$ cat src/adc_pkg.sv
package adc_pkg;

    //////////////////////////////
    // Widths
    //////////////////////////////

    localparam int SAMPLE_W  = 10;
    localparam int ADDR_W    = 4;
    localparam int RAM_DEPTH = 16;

    // Serial frame: leading zeros then data, MSB first
    localparam int FRAME_BITS = 12;
    localparam int LEAD_ZEROS = 2;

    //////////////////////////////
    // Timing in clk cycles
    //////////////////////////////

    // Half period of spi_clk
    localparam int SPI_HALF       = 2;
    localparam int DEBOUNCE_TICKS = 8;
    // Time each display digit stays lit
    localparam int DIGIT_TICKS    = 16;

    typedef logic [SAMPLE_W-1:0] sample_t;
    typedef logic [ADDR_W-1:0]   addr_t;
    typedef logic [3:0]          digit_t;
    // Segments active low, bit 0 is segment a
    typedef logic [6:0]          seg_t;
    // Anodes active low
    typedef logic [3:0]          an_t;

    // Capture FSM
    typedef enum logic [1:0] {
        IDLE,
        FRAME,
        DONE
    } cap_state_t;

    // Hex font, index is the nibble value
    localparam seg_t SEG_HEX [16] = '{
        7'b1000000, 7'b1111001, 7'b0100100, 7'b0110000,
        7'b0011001, 7'b0010010, 7'b0000010, 7'b1111000,
        7'b0000000, 7'b0010000, 7'b0001000, 7'b0000011,
        7'b1000110, 7'b0100001, 7'b0000110, 7'b0001110
    };

endpackage

$ cat src/adc_capture.sv
`timescale 1ns/1ps

module adc_capture (
    input  logic             clk,
    input  logic             arst_n,
    input  logic             btn_capture,
    input  logic             run,
    input  logic             adc_data,
    output logic             cs,
    output logic             spi_clk,
    output adc_pkg::sample_t sample,
    output logic             sample_valid
);

    // Divider counts 0 .. SPI_HALF - 1
    localparam int DIV_W = (adc_pkg::SPI_HALF > 1) ? $clog2(adc_pkg::SPI_HALF) : 1;
    // Bit counter has to hold FRAME_BITS itself
    localparam int BIT_W = $clog2(adc_pkg::FRAME_BITS + 1);

    logic                press;
    adc_pkg::cap_state_t state;
    logic [DIV_W-1:0]    div_q;
    logic [BIT_W-1:0]    bit_cnt;
    adc_pkg::sample_t    shift_q;
    logic                half_done;
    logic                spi_rise;
    logic                frame_last;

    button_debounce debounce (
        .clk    (clk),
        .arst_n (arst_n),
        .btn    (btn_capture),
        .press  (press)
    );

    //////////////////////////////
    // Serial clock timing
    //////////////////////////////

    // End of a half period
    assign half_done  = (div_q == DIV_W'(adc_pkg::SPI_HALF - 1));
    // spi_clk goes high on this edge
    assign spi_rise   = (state == adc_pkg::FRAME) && half_done && !spi_clk;
    // Falling edge after the last rising edge
    assign frame_last = (bit_cnt == BIT_W'(adc_pkg::FRAME_BITS));

    always_ff @(posedge clk or negedge arst_n) begin
        if (!arst_n) begin
            state   <= adc_pkg::IDLE;
            cs      <= 1'b1;
            spi_clk <= 1'b0;
            div_q   <= '0;
            bit_cnt <= '0;
        end else begin
            case (state)
                adc_pkg::IDLE: begin
                    // Single shot on press, back to back while run is high
                    if (press || run) begin
                        state   <= adc_pkg::FRAME;
                        cs      <= 1'b0;
                        spi_clk <= 1'b0;
                        div_q   <= '0;
                        bit_cnt <= '0;
                    end
                end
                adc_pkg::FRAME: begin
                    if (half_done) begin
                        div_q <= '0;
                        if (!spi_clk) begin
                            spi_clk <= 1'b1;
                            bit_cnt <= bit_cnt + 1'b1;
                        end else begin
                            spi_clk <= 1'b0;
                            // cs back high with spi_clk low
                            if (frame_last) begin
                                cs    <= 1'b1;
                                state <= adc_pkg::DONE;
                            end
                        end
                    end else begin
                        div_q <= div_q + 1'b1;
                    end
                end
                adc_pkg::DONE: begin
                    // One cycle gap
                    state <= adc_pkg::IDLE;
                end
                default: begin
                    state <= adc_pkg::IDLE;
                end
            endcase
        end
    end

    //////////////////////////////
    // Data path
    //////////////////////////////

    // Leading zeros are never shifted in
    always_ff @(posedge clk) begin
        if (spi_rise && (bit_cnt >= BIT_W'(adc_pkg::LEAD_ZEROS))) begin
            shift_q <= {shift_q[adc_pkg::SAMPLE_W-2:0], adc_data};
        end
    end

    // Shift register holds the sample through DONE
    assign sample       = shift_q;
    assign sample_valid = (state == adc_pkg::DONE);

endmodule

$ cat src/adc_display_top.sv
`timescale 1ns/1ps

module adc_display_top (
    input  logic           clk,
    input  logic           arst_n,
    input  logic           btn_capture,
    input  logic           run,
    input  logic           adc_data,
    input  adc_pkg::addr_t view_addr,
    output logic           cs,
    output logic           spi_clk,
    output adc_pkg::seg_t  seg,
    output adc_pkg::an_t   an
);

    // Capture to RAM
    adc_pkg::sample_t sample;
    logic             sample_valid;
    // RAM to display
    adc_pkg::sample_t rd_sample;

    // Serial ADC front end
    adc_capture cap (
        .clk          (clk),
        .arst_n       (arst_n),
        .btn_capture  (btn_capture),
        .run          (run),
        .adc_data     (adc_data),
        .cs           (cs),
        .spi_clk      (spi_clk),
        .sample       (sample),
        .sample_valid (sample_valid)
    );

    // Every finished sample gets written
    sample_ram ram (
        .clk     (clk),
        .arst_n  (arst_n),
        .wr_en   (sample_valid),
        .wr_data (sample),
        .rd_addr (view_addr),
        .rd_data (rd_sample)
    );

    // Address and stored value on four digits
    seg7_scan scan (
        .clk       (clk),
        .arst_n    (arst_n),
        .view_addr (view_addr),
        .value     (rd_sample),
        .seg       (seg),
        .an        (an)
    );

endmodule

$ cat src/button_debounce.sv
`timescale 1ns/1ps

module button_debounce (
    input  logic clk,
    input  logic arst_n,
    input  logic btn,
    output logic press
);

    // Counter must reach DEBOUNCE_TICKS - 1
    localparam int CNT_W = (adc_pkg::DEBOUNCE_TICKS > 1) ?
                           $clog2(adc_pkg::DEBOUNCE_TICKS) : 1;

    logic [1:0]       sync_q;
    logic             level_q;
    logic [CNT_W-1:0] stable_cnt;
    logic             stable_done;

    assign stable_done = (stable_cnt == CNT_W'(adc_pkg::DEBOUNCE_TICKS - 1));

    // Two flop synchronizer on the raw button
    always_ff @(posedge clk or negedge arst_n) begin
        if (!arst_n) begin
            sync_q <= 2'b00;
        end else begin
            sync_q <= {sync_q[0], btn};
        end
    end

    // Count cycles the synced level differs from the accepted one
    always_ff @(posedge clk or negedge arst_n) begin
        if (!arst_n) begin
            stable_cnt <= '0;
            level_q    <= 1'b0;
            press      <= 1'b0;
        end else begin
            press <= 1'b0;
            if (sync_q[1] == level_q) begin
                // Bounce back, start over
                stable_cnt <= '0;
            end else if (stable_done) begin
                stable_cnt <= '0;
                level_q    <= sync_q[1];
                // Only a rising accepted level is a press
                press      <= sync_q[1];
            end else begin
                stable_cnt <= stable_cnt + 1'b1;
            end
        end
    end

endmodule

$ cat src/sample_ram.sv
`timescale 1ns/1ps

module sample_ram (
    input  logic             clk,
    input  logic             arst_n,
    input  logic             wr_en,
    input  adc_pkg::sample_t wr_data,
    input  adc_pkg::addr_t   rd_addr,
    output adc_pkg::sample_t rd_data
);

    adc_pkg::sample_t mem [adc_pkg::RAM_DEPTH];
    adc_pkg::addr_t   wr_ptr;

    //////////////////////////////
    // Write side
    //////////////////////////////

    // Storage array
    always_ff @(posedge clk) begin
        if (wr_en) begin
            mem[wr_ptr] <= wr_data;
        end
    end

    // Circular pointer, wraps with the address width
    always_ff @(posedge clk or negedge arst_n) begin
        if (!arst_n) begin
            wr_ptr <= '0;
        end else if (wr_en) begin
            if (wr_ptr == adc_pkg::addr_t'(adc_pkg::RAM_DEPTH - 1)) begin
                wr_ptr <= '0;
            end else begin
                wr_ptr <= wr_ptr + 1'b1;
            end
        end
    end

    //////////////////////////////
    // Read side
    //////////////////////////////

    // One cycle read latency
    always_ff @(posedge clk or negedge arst_n) begin
        if (!arst_n) begin
            rd_data <= '0;
        end else begin
            rd_data <= mem[rd_addr];
        end
    end

endmodule

$ cat src/seg7_scan.sv
`timescale 1ns/1ps

module seg7_scan (
    input  logic             clk,
    input  logic             arst_n,
    input  adc_pkg::addr_t   view_addr,
    input  adc_pkg::sample_t value,
    output adc_pkg::seg_t    seg,
    output adc_pkg::an_t     an
);

    localparam int TICK_W = (adc_pkg::DIGIT_TICKS > 1) ? $clog2(adc_pkg::DIGIT_TICKS) : 1;

    logic [TICK_W-1:0] tick_cnt;
    logic [1:0]        digit_idx;
    adc_pkg::digit_t   nibble;
    logic              tick_last;

    assign tick_last = (tick_cnt == TICK_W'(adc_pkg::DIGIT_TICKS - 1));

    //////////////////////////////
    // Scan timing
    //////////////////////////////

    // Digit order 0, 1, 2, 3 then repeat
    always_ff @(posedge clk or negedge arst_n) begin
        if (!arst_n) begin
            tick_cnt  <= '0;
            digit_idx <= 2'd0;
        end else if (tick_last) begin
            tick_cnt  <= '0;
            digit_idx <= digit_idx + 2'd1;
        end else begin
            tick_cnt <= tick_cnt + 1'b1;
        end
    end

    //////////////////////////////
    // Nibble select and decode
    //////////////////////////////

    always_comb begin
        case (digit_idx)
            2'd0:    nibble = value[3:0];
            2'd1:    nibble = value[7:4];
            // Top two sample bits, zero extended
            2'd2:    nibble = adc_pkg::digit_t'(value[adc_pkg::SAMPLE_W-1:8]);
            default: nibble = adc_pkg::digit_t'(view_addr);
        endcase
    end

    // Segments and anode change on the same edge
    always_ff @(posedge clk or negedge arst_n) begin
        if (!arst_n) begin
            seg <= '1;
            an  <= '1;
        end else begin
            seg <= adc_pkg::SEG_HEX[nibble];
            // One low anode per digit
            an  <= ~(adc_pkg::an_t'(1) << digit_idx);
        end
    end

endmodule

$ cat config.mk
export PLATFORM = sky130hd
export DESIGN_NAME = adc_display_top
export DESIGN_NICKNAME = d
export VERILOG_FILES = /design/src/adc_pkg.sv /design/src/adc_capture.sv /design/src/adc_display_top.sv /design/src/button_debounce.sv /design/src/sample_ram.sv /design/src/seg7_scan.sv
export SDC_FILE = /design/constraint.sdc
export NUM_CORES = 1
export LEC_CHECK = 0
export BUFFER_PORTS_ARGS = -buffer_cell sky130_fd_sc_hd__buf_2
export CAP_MARGIN = 40
export CORE_AREA = 5 5 173 109
export DETAILED_ROUTE_END_ITERATION = 8
export DIE_AREA = 0 0 178 114
export MAX_ROUTING_LAYER = met4
export PLACE_DENSITY_LB_ADDON = 0.08
export RECOVER_POWER = 50
export SLEW_MARGIN = 20
export SYNTH_ARGS = -nofsm -noshare
export SYNTH_HDL_FRONTEND = slang
export SYNTH_HIERARCHICAL = 1
export SYNTH_SLANG_ARGS = --single-unit
export TNS_END_PERCENT = 10
$ cat constraint.sdc
create_clock -name clk -period 2.4 [get_ports clk]
set_input_delay 0 -clock clk [delete_from_list [all_inputs] [get_ports clk]]
set_output_delay 0 -clock clk [all_outputs]
set_load 0.1 [all_outputs]
Word-level counts from Yosys, hierarchy flattened. Memories as Yosys holds them, arrays and structs flattened. A register that Yosys moved wholly into a read port is not among the register bits. Index checks and enable logic that the tools add are counted.

Add/subtract/negate cells: 6. Magnitude comparators: 1. Equal/unequal tests: 14. Shift operators: 1. Mux-type cells: 28. Bitwise operators: 3. Reductions and logical operators: 16.

Operators by type and width (count): two-way mux 4 bit (5); adder 4 x 1 -> 4 bit (second input constant) (3); == test 4 bit (second input constant) (3); one-hot mux 4 bit (3 select lines) (1); two-way mux 1 bit (11); two-way mux 2 bit (4); inequality test 2 x 1 -> 1 bit (second input constant) (4); one-hot mux 4 bit (2 select lines) (1); AND reduction 4 bit (2); two-way mux 3 bit (2); one-hot mux 1 bit (2 select lines) (3); NOT 4 -> 5 bit (1); AND reduction 5 bit (1); == test 2 x 1 -> 1 bit (second input constant) (2); == test 2 bit (second input constant) (2); greater-or-equal comparator 4 x 2 -> 1 bit (second input constant) (1); logical NOT 2 bit (2); NOT 4 bit (1); one-hot mux 2 bit (2 select lines) (1); AND reduction 2 bit (2); left shift 1 x 2 -> 4 bit (first input constant) (1); adder 3 x 1 -> 3 bit (second input constant) (1); == test 3 bit (second input constant) (1); logical AND 1 bit (3); other kinds (9) (11).

Register bits: 40. RAM bits: 160. ROM bits: 112. Input bits: 9. Output and inout bits: 13. Logic and storage cells: 85. Memories kept: 2.

Memories: ram.mem (words 16, bits a word 10, rd ports 1, clocked after Yosys merged registers in 1, wr ports 1, line sample_ram.sv:12) `adc_pkg::sample_t mem [adc_pkg::RAM_DEPTH];`; (name not given) (words 16, bits a word 7, rd ports 1, clocked after Yosys merged registers in 1, wr ports 0, line seg7_scan.sv:58) `seg <= adc_pkg::SEG_HEX[nibble];`.

Depth between registers and ports, before layout. Gate-level depths: netlist (run 1).

Depth in word-level cells: 5. Mapped depth: 9. Gate-level depth less buffers: 9.

By module. Netlist (run 1), hierarchy kept.

By module, submodules not included: sample_ram (instances 1, cells an instance 302, area each 6650.1 um^2, sequential area each 5154.9 um^2); seg7_scan (instances 1, cells an instance 88, area each 983.4 um^2, sequential area each 439.2 um^2); adc_capture (instances 1, cells an instance 56, area each 795.8 um^2, sequential area each 526.8 um^2); button_debounce (instances 1, cells an instance 17, area each 252.7 um^2, sequential area each 175.2 um^2).

Worst setup path after synthesis (run 1). Ideal clock, no wire load.

Kind: register -> register. From: register cap.spi_clk. To: register cap.shift_q[0] (netlist: cap/sample[0]) (enable). Library setup time: 0.390 ns. Arrival time: 1.934 ns. Required time: 2.010 ns. Path slack: 0.076 ns. Cell stages (with the launch flop): 3. Path buffers: 0. Period minus slack after synthesis: 2.324 ns. Path through: dfrtp_1 > nand2b_1 > nor3_1.

Longest elaborated chain between the ends: 3.

RTL lines: start, declared (line adc_capture.sv:10) `output logic spi_clk,`; start signal, assigned (line adc_capture.sv:51) `spi_clk <= 1'b0;`; start signal, assigned (line adc_capture.sv:61) `spi_clk <= 1'b0;`; start signal, assigned (line adc_capture.sv:70) `spi_clk <= 1'b1;`; logical NOT 1 bit (line adc_capture.sv:43) `assign spi_rise = (state == adc_pkg::FRAME) && half_done && !spi_clk;`; logical AND 1 bit (line adc_capture.sv:43); logical AND 1 bit (line adc_capture.sv:101) `if (spi_rise && (bit_cnt >= BIT_W'(adc_pkg::LEAD_ZEROS))) begin`; end signal, assigned (line adc_capture.sv:102) `shift_q <= {shift_q[adc_pkg::SAMPLE_W-2:0], adc_data};`; end, declared (line adc_capture.sv:24) `adc_pkg::sample_t shift_q;`.

Every way passes these cells. A chain may end at the register's enable or synchronous reset.

Worst setup path in the final report (run 1).
From: register scan.digit_idx[0]. To: register scan.seg[0].

Longest elaborated chain between the ends: 3. Elaborated cells between the ends (all ways): 5. Classes of those cells: eq/ne: 2; mux: 1; bitwise: 1; reduce/logical: 1.

RTL lines: start, declared (line seg7_scan.sv:15) `logic [1:0] digit_idx;`; start signal, assigned (line seg7_scan.sv:32) `digit_idx <= digit_idx + 2'd1;`; == test 2 bit (tied with other cells) (line seg7_scan.sv:43) `case (digit_idx)`; one-hot mux 4 bit (3 select lines) * (line seg7_scan.sv:43); NOT 4 -> 5 bit (implied by the code) * (line seg7_scan.sv:58); end, declared (line seg7_scan.sv:8) `output adc_pkg::seg_t seg,`.

Every way passes the cells marked *; elsewhere a longest branch is shown, timed or not.

==> flow_metrics.env, run 1 <==
export IMPL_start_util_pct=50.0
export IMPL_ios=22
export IMPL_setup_tns_ps=0
export IMPL_vias_per_cell=5.40
export IMPL_status="complete, no violations"
export IMPL_post_dp_hpwl_mm=11.0
export IMPL_synth_cell_types=53
export IMPL_crit_chain="inv_1, ha_1, a222oi_1, buf_4, a21oi_2, ha_1, or3_1, o31ai_1, a211oi_1"
export IMPL_slowest_stage="dfrtp_2"
export IMPL_worstPathArrival_ps=2670
export IMPL_drc=0
export IMPL_slew_headroom_pct=50.1
export IMPL_wirelength_mm=16.7
export IMPL_syn_area_um2=8680
export IMPL_slowest_delay_ps=400
export IMPL_synth_edf_count=170
export IMPL_sequentialPowerShare_pct=56.4
export IMPL_peakVddDrop_mv=0.654
export IMPL_drive_gt1_share_pct=25.2
export IMPL_ys_seq_elements=217
export IMPL_final_max_slew_viol_count=0
export IMPL_fmax_mhz=440
export IMPL_first_pass_iters=4
export IMPL_grt_use_total_pct=18.1
export IMPL_clock_path_buffers=3
export IMPL_hold_viol=0
export IMPL_power_share_switching_pct=25.1
export IMPL_start_kind="register"
export IMPL_die_x_um=178
export IMPL_setup_worst_path_class="reg2reg"
export IMPL_cp_required_ps=2800
export IMPL_r2r_slack_ps=130
export IMPL_synth_largest_type_area_fraction_pct=58.8
export IMPL_ant_nets=0
export IMPL_power_internal_mw=6.65
export IMPL_vias=4212
export IMPL_synth_flop_cell="edfxtp_1"
export IMPL_synthAdderAreaFrac_pct=3.03
export IMPL_yosys_area_share_simple_pct=4.87
export IMPL_synthXorXnorAreaFrac_pct=0.706
export IMPL_drt_iter0_markers=267
export IMPL_die_y_um=114
export IMPL_synth_top_family_by_area="multiplexers"
export IMPL_fp_coreArea_um2=17400
export IMPL_r2r_cells=9
export IMPL_syn_mean_instance_area_um2=18.8
export IMPL_first_global_vias=4504
export IMPL_syn_num_nets=493
export IMPL_power_density_nw_per_um2=892
export IMPL_placed_cells=735
export IMPL_setup_viol=0
export IMPL_cp_common_cell="ha_1"
export IMPL_cts_buffers=21
export IMPL_regToRegEndpoint="scan/seg[0]"
export IMPL_hold_class="in2reg"
export IMPL_post_route_util_pct=57.4
export IMPL_antenna_found_initial=0
export IMPL_hold_path_end="ram/rd_data[8]"
export IMPL_hp_start="view_addr[2]"
export IMPL_period_share_pct=94.6
export IMPL_reg2reg_from="scan/digit_idx[0]"
export IMPL_place_gp_congestion=0.822
export IMPL_wl_per_cell_um=21.4
export IMPL_netlist_instances=463
export IMPL_cts_tree="built"
export IMPL_power_frac_comb_pct=9.1
export IMPL_design_power_total_mw=8.88
export IMPL_holdWs_ps=77.5
export IMPL_p_leak_nw=3.64
export IMPL_antennaDiodeCount=0
export IMPL_timing_final_crit_period_ps=2270
export IMPL_path_clk_slew_ps=60
export IMPL_clock_sinks=217
export IMPL_yosysSeqAreaShare_pct=72.5
export IMPL_worstSkewPairLatency_ps=480
export IMPL_yosys_warnings=6
export IMPL_async_flop_share_pct=21.7
export IMPL_grt_max_degree=38
export IMPL_die_area_um2=20300
export IMPL_yosysMostFrequentCell="edfxtp_1"
export IMPL_grt_pass1_wl_mm=26.8
export IMPL_synth_area_top_cells="edfxtp_1 59%, dfrtp_1 10%, mux4_2 7.3%"
export IMPL_port_buffers=21
export IMPL_grt_ovfl_total=0
export IMPL_rsz0062_at_grt="no"
export IMPL_cts_root_buf="clkbuf_16"
export IMPL_fp_row_count=38
export IMPL_clockPowerShare_pct=34.5
export IMPL_cp_max_fo=6
export IMPL_max_cap_violations=0
export IMPL_cp_end_kind="register"
export IMPL_synthTopCellsByCount="170 x edfxtp_1, 35 x dfrtp_1, 28 x mux4_2"
export IMPL_cts_max_level=1
export IMPL_yosysTopAreaCell="edfxtp_1"
export IMPL_final_nets=556
export IMPL_area_growth_syn_to_layout_pct=14.6
export IMPL_layout_cells_non_filler=780
export IMPL_muxShareOfSynthArea_pct=12.3
export IMPL_skew_ps=6.89
export IMPL_power_switching_mw=2.23
export IMPL_synth_compound_area_share_pct=4.51
export IMPL_tightest_slew_ps=749
export IMPL_whs_path_depth=4
-- repair_timing --
item,CTS,global route
hold buffers,4,1
setup endpoints to repair,0,4
resized for setup,0,3
endpoints found under the hold margin,39,7
setup buffers,0,1
-- cells in the final DEF, fill, tap and decap left out, types with 3 or more instances in the layout --
cell           instances
mux4_1                12
mux2i_1                6
nand2_1               20
inv_1                 17
nor3_1                 7
clkbuf_1               7
buf_12                 5
edfxtp_1             170
and2_1                13
o21ai_0                7
clkinv_2               5
dfstp_2               12
dfrtp_1               34
ha_1                  21
a21oi_1                3
nor2_1                 9
dlygate4sd3_1          5
a22oi_1               22
nor3b_1                4
nand2b_1               3
buf_4                 26
clkbuf_16             21
xor2_1                 3
mux2_2                 3
xnor2_1                4
nor2b_1                4
nand3_1                7
clkbuf_8               4
mux4_2                28
buf_2                 20
-- how the worst max path moves through the flow --
stage / start / to / slack (ps) / cells after the start
5_1_grt: scan/digit_idx[1] / scan/seg[0] / 8 / 9
6_report: scan/digit_idx[0] / scan/seg[0] / 130 / 9
3_3_place_gp: scan/digit_idx[0] / scan/seg[0] / 150 / 8
2_1_floorplan: cap/spi_clk / cap/sample[0] / 80 / 2
4_1_cts: scan/digit_idx[0] / scan/seg[0] / 30 / 8
3_5_place_dp: scan/digit_idx[0] / scan/seg[0] / 40 / 8
-- routing by layer --
layer | wire length [um] | track usage (%) | up-vias
met5 | 0 | - | -
met1 | 8160 | 28.0 | 2132
met2 | 7220 | 25.6 | 94
li1 | - | - | 1963
met4 | 291 | 3.50 | 0
met3 | 1060 | 3.18 | 23
-- flip-flops by register name, indices dropped and copies added (netlist names), 3 cells and up --
register                 cells
ram/mem                    160
cap/bit_cnt                  4
ram/rd_data                 10
scan/seg                     7
cap/debounce/stable_cnt      3
scan/an                      4
cap/sample                  10
ram/wr_ptr                   4
scan/tick_cnt                4
-- layout make-up --
type	count	area, um2
clock buffers	31	603
fillers	1344	7400
multi-input cells	211	2200
inverters	17	63.8
flip-flops and latches	217	6300
repair buffers	58	454
well taps	240	300
clock inverters	6	33.8
-- through the flow --
stage,setup slack (ps),cell area (um2)
floorplan,75.9,8680
global placement,149,9250
detailed placement,44.6,9250
CTS,26.6,9930
global route,7.87,9950
finish,130,9950
-- kinds of logic (layout without fill, tap and decap cells) --
family / Yosys count / count (layout)
flops: 217 / 217
simple gates: 78 / 78
compound gates: 54 / 54
mux: 51 / 51
buf+inv: 35 / 112
fa+ha+maj: 21 / 21
xor+xnor: 7 / 7
-- power by group through the flow --
stage / clock (mW) / sequential (mW) / combinational (mW)
final: 3.06 / 5.01 / 0.809
after global routing: 3.32 / 5.07 / 0.893
after CTS: 3.14 / 5.02 / 0.825
after detailed placement: 0 / 5.09 / 0.817
after global placement: 0 / 5.06 / 0.799
after floorplan: 0 / 5.09 / 0.444
-- worst max-delay path: cells and delay by family (launching register included) --
family                   cells  cell delay [ps]
AND/OR/NAND/NOR              1              360
buffers and inverters        2              250
AO/OA/AOI/OAI                4              610
flip-flops                   1              400
adder cells (fa/ha/maj)      2              560
Note: power is estimated with default switching activity, not from simulation.
==> run 2: changes to the inputs <==
CORE_AREA = 5 5 116 161   (was 5 5 173 109)
DIE_AREA = 0 0 121 166   (was 0 0 178 114)
==> run 2 against run 1 <==
Hold slack worse by 37 ps. Register-to-register slack better by 60 ps. Sequential share of layout area down 0.51 points. Via count up 1.8%. Combinational power down 3.5%. Total power up 6.3%. The run now ends with capacitance limit, slew limit left.
==> flow_metrics.env, run 2 (synthesized netlist as in run 1, its figures left out) <==
export IMPL_first_pass_iters=5
export IMPL_die_x_um=121
export IMPL_r2r_slack_ps=190
export IMPL_violations="capacitance limit, slew limit"
export IMPL_slew_headroom_pct=-8.77
export IMPL_clock_sinks=217
export IMPL_wl_per_cell_um=21.2
export IMPL_antennaDiodeCount=0
export IMPL_tightest_slew_ps=1630
export IMPL_vias=4288
export IMPL_grt_use_total_pct=17.6
export IMPL_fillers=1291
export IMPL_grt_ovfl_total=0
export IMPL_p_leak_nw=3.68
export IMPL_drive_gt1_share_pct=25.4
export IMPL_ios=22
export IMPL_fp_row_count=57
export IMPL_rsz0062_at_grt="no"
export IMPL_start_kind="register"
export IMPL_drc=0
export IMPL_power_density_nw_per_um2=940
export IMPL_vias_per_cell=5.50
export IMPL_hold_viol=0
export IMPL_ant_nets=0
export IMPL_area_growth_syn_to_layout_pct=15.5
export IMPL_regToRegEndpoint="scan/seg[1]"
export IMPL_cts_root_buf="clkbuf_16"
export IMPL_drt_iter0_markers=261
export IMPL_die_y_um=166
export IMPL_largest_reg_flops=160
export IMPL_setup_viol=0
export IMPL_cp_endpoint="scan/seg[1]"
export IMPL_place_gp_congestion=0.792
export IMPL_cts_tree="built"
export IMPL_grt_max_degree=34
export IMPL_path_clk_slew_ps=60
export IMPL_layout_commonest_cell="edfxtp_1"
export IMPL_mostFrequentLayoutCells="170 x edfxtp_1, 35 x dfrtp_1, 31 x buf_4, 28 x mux4_2, 23 x clkbuf_16"
export IMPL_cp_startpoint="scan/digit_idx[0]"
export IMPL_setup_tns_ps=0
export IMPL_die_area_um2=20100
export IMPL_post_dp_hpwl_mm=10.8
export IMPL_start_util_pct=50.5
export IMPL_reg2reg_from="scan/digit_idx[0]"
export IMPL_final_max_slew_viol_count=34
export IMPL_first_global_vias=4536
export IMPL_fp_coreArea_um2=17200
export IMPL_fmax_mhz=453
export IMPL_cts_buffers=23
export IMPL_top_register="ram/mem"
export IMPL_holdWs_ps=40.2
export IMPL_grt_pass1_wl_mm=26.2
export IMPL_cp_max_fo=5
export IMPL_hold_class="in2reg"
export IMPL_period_share_pct=92.1
export IMPL_setup_worst_path_class="reg2reg"
export IMPL_status="finished with violations"
export IMPL_cp_required_ps=2820
export IMPL_peakVddDrop_mv=0.752
export IMPL_max_cap_violations=1
export IMPL_cp_end_kind="register"
export IMPL_cts_max_level=1
export IMPL_wirelength_mm=16.5
export IMPL_r2r_cells=10
export IMPL_hp_start="view_addr[2]"
export IMPL_antenna_found_initial=0
export IMPL_timing_final_crit_period_ps=2210
export IMPL_skew_ps=15.1
export IMPL_final_nets=558
export IMPL_clock_path_buffers=3
export IMPL_worstPathArrival_ps=2630
export IMPL_worstSkewPairLatency_ps=500
export IMPL_post_route_util_pct=58.4
export IMPL_port_buffers=21
-- run 2: area by class of cell --
cell class / count / area [um2] / area share [%]
Clock buffer: 30 / 632 / 6.30
Timing Repair Buffer: 58 / 390 / 3.89
Multi-Input combinational cell: 211 / 2200 / 22.0
Sequential cell: 217 / 6300 / 62.8
Inverter: 17 / 63.8 / 0.636
Clock inverter: 11 / 151 / 1.51
Tap cell: 236 / 295 / 2.94
-- run 2: worst max-delay path, cell delays in order (launching register included) --
cell and delay, ps:
dfrtp_1 430, inv_1 90, ha_1 210, a222oi_1 350
buf_4 180, a21oi_2 80, inv_1 150, ha_1 250
inv_1 70, a21oi_1 50, mux2_2 270
-- run 2: stage by stage --
step / worst slack, ps / instances / power [mW] / cell area [um2]
detailed placement: 92.3 / 733 / 5.89 / 9210
finish: 191 / 780 / 9.43 / 10000
global placement: 182 / 731 / 5.84 / 9180
global route: 35.0 / 780 / 9.82 / 10000
floorplan: 75.9 / 463 / 5.53 / 8680
CTS: 102 / 779 / 9.56 / 10000
-- run 2: how the worst min path moves through the flow --
stage | to | slack (ps) | cells past startpoint
floorplan | cap/bit_cnt[0] | -300 | 0
global placement | cap/debounce/sync_q[0] | 110 | 1
finish | scan/seg[3] | 40 | 4
CTS | cap/cs | 20 | 2
global route | scan/seg[3] | 60 | 4
detailed placement | cap/bit_cnt[2] | -60 | 1
-- run 2: repair_timing --
| item | in CTS | in global routing |
|---|---|---|
| setup endpoints to repair | 0 | 6 |
| gates resized for setup | 0 | 3 |
| endpoints found under the hold margin | 50 | 0 |
| setup buffers | 0 | 1 |
| hold buffers | 5 | 0 |
-- run 2: layer usage --
| layer | part of all wire, % | routed length (um) | vias up | global-route usage [%] |
|---|---|---|---|---|
| li1 | - | - | 1960 | - |
| met1 | 41 | 6730 | 2228 | 21.8 |
| met2 | 54 | 8840 | 71 | 29.8 |
| met3 | 3.6 | 591 | 29 | 2.62 |
| met4 | 2.1 | 355 | 0 | 5.23 |
| met5 | 0 | 0 | - | - |
-- run 2: where the power goes --
group | internal [mW] | switching, mW
Sequential | 4.61 | 0.406
Combinational | 0.285 | 0.496
Clock | 2.27 | 1.37
Total | 7.16 | 2.27
==> run 3: changes to the inputs <==
clock period = 2.2 ns   (was 2.4 ns; I/O delays follow)
==> run 3 against run 2 <==
The run still ends with capacitance limit, slew limit left. Via count increased by 1.3%. First-iteration DRC count rose by 16%. Final cell count grew 1.0%. Global-route usage shrank 0.33 points. Critical path type unchanged. Highest routed layer unchanged.
==> flow_metrics.env, run 3 (synthesized netlist as in run 1, its figures left out) <==
export IMPL_fillers=1296
export IMPL_skew_ps=9.69
export IMPL_multi_input_area_um2=2220
export IMPL_setup_tns_ps=0
export IMPL_final_max_slew_viol_count=34
export IMPL_reg2reg_from="scan/digit_idx[0]"
export IMPL_r2r_cells=9
export IMPL_die_x_um=121
export IMPL_post_dp_hpwl_mm=10.7
export IMPL_vias=4343
export IMPL_worstPathArrival_ps=2500
export IMPL_die_y_um=166
export IMPL_ant_nets=0
export IMPL_die_area_um2=20100
export IMPL_r2r_slack_ps=120
export IMPL_start_util_pct=50.5
export IMPL_grt_max_degree=34
export IMPL_timing_final_crit_period_ps=2080
export IMPL_antenna_found_initial=0
export IMPL_cp_startpoint="scan/digit_idx[0]"
export IMPL_clock_path_buffers=3
export IMPL_grt_use_total_pct=17.2
export IMPL_port_buffers=21
export IMPL_grt_pass1_wl_mm=26.0
export IMPL_top_register="ram/mem"
export IMPL_regToRegEndpoint="scan/seg[0]"
export IMPL_holdWs_ps=43.5
export IMPL_grt_ovfl_total=0
export IMPL_cp_max_fo=6
export IMPL_post_route_util_pct=58.4
export IMPL_cts_tree="built"
export IMPL_rsz0062_at_grt="no"
export IMPL_worstSkewPairLatency_ps=490
export IMPL_cts_buffers=22
export IMPL_final_cell_area_um2=10000
export IMPL_fmax_mhz=481
export IMPL_path_clk_slew_ps=60
export IMPL_seq_area_um2=6300
export IMPL_largest_reg_flops=160
export IMPL_area_growth_syn_to_layout_pct=15.5
export IMPL_p_leak_nw=3.67
export IMPL_hp_start="view_addr[2]"
export IMPL_drive_gt1_share_pct=25.9
export IMPL_start_kind="register"
export IMPL_status="finished with violations"
export IMPL_hold_class="in2reg"
export IMPL_violations="capacitance limit, slew limit"
export IMPL_final_nets=567
export IMPL_fp_row_count=57
export IMPL_hold_viol=0
export IMPL_placed_area_um2=9270
export IMPL_power_density_nw_per_um2=985
export IMPL_vias_per_cell=5.51
export IMPL_drt_iter0_markers=302
export IMPL_slew_headroom_pct=-10.8
export IMPL_post_place_ws_ps=-26.3
export IMPL_max_cap_violations=1
export IMPL_cts_max_level=1
export IMPL_mostFrequentLayoutCells="170 x edfxtp_1, 37 x buf_4, 35 x dfrtp_1, 28 x mux4_2, 23 x clkbuf_16"
export IMPL_layout_commonest_cell="edfxtp_1"
export IMPL_first_pass_iters=4
export IMPL_setup_viol=0
export IMPL_setup_slack_ps=122
export IMPL_period_share_pct=94.5
export IMPL_drc=0
export IMPL_antennaDiodeCount=0
export IMPL_ios=22
export IMPL_cts_root_buf="clkbuf_16"
export IMPL_cp_end_kind="register"
export IMPL_fp_coreArea_um2=17200
export IMPL_cp_required_ps=2620
export IMPL_setup_worst_path_class="reg2reg"
export IMPL_tightest_slew_ps=1660
export IMPL_cp_endpoint="scan/seg[0]"
export IMPL_peakVddDrop_mv=0.739
export IMPL_place_gp_congestion=0.818
export IMPL_wirelength_mm=16.3
export IMPL_first_global_vias=4596
export IMPL_clock_sinks=217
export IMPL_wl_per_cell_um=20.7
-- run 3: changes by cell type in the layout (fill, tap and decap cells not counted), sizes merged --
cell / delta
clkbuf: +4
bufinv: -3
buf: +7
-- run 3: worst min path at each step --
| stage | to | slack [ps] | cells past startpoint |
|---|---|---|---|
| after global routing | scan/seg[3] | 60 | 4 |
| final | scan/seg[3] | 40 | 4 |
| after floorplan | cap/bit_cnt[0] | -300 | 0 |
| after CTS | cap/cs | 20 | 2 |
| after global placement | cap/debounce/sync_q[0] | 110 | 1 |
| after detailed placement | cap/spi_clk | -40 | 1 |
-- run 3: what timing repair did --
item / in CTS / in global routing
endpoints found under the hold margin: 41 / 0
endpoints found under the setup margin: 1 / 6
resized for setup: 1 / 4
pin swaps: 2 / 1
setup buffers: 1 / 4
hold buffers: 5 / 0
-- run 3: final cells by class --
cell class,count,share of cell area (%)
well taps,236,2.94
repair buffers,68,4.69
flip-flops and latches,217,62.8
inverters,17,0.636
clock inverters,8,0.599
multi-input cells,211,22.1
clock buffers,31,6.24
-- run 3: per-layer routing --
metal  wire length [um]  vias up  track usage [%]
met5                  0        -                -
met4                278        0             4.59
met3                630       25             2.59
met2               8700       93             29.3
met1               6700     2247             21.7
li1                   -     1978                -
-- run 3: worst max-delay path: stages, from the launching register on --
cell and delay (ps):
dfrtp_1 410, buf_4 140, ha_1 200, a222oi_1 280, buf_4 180, a21oi_2 70, ha_2 230, or3_1 340
o31ai_1 70, a211oi_1 80
-- run 3: power by group --
part	switching (mW)	total (mW)	internal, mW
Sequential	0.447	5.47	5.02
Clock	1.44	3.53	2.09
Combinational	0.553	0.878	0.324
-- run 3: metrics by stage --
stage / instances / power [mW]
global route: 788 / 10.3
detailed placement: 739 / 6.46
CTS: 784 / 10.0
finish: 788 / 9.88
global placement: 738 / 6.38
floorplan: 463 / 6.04
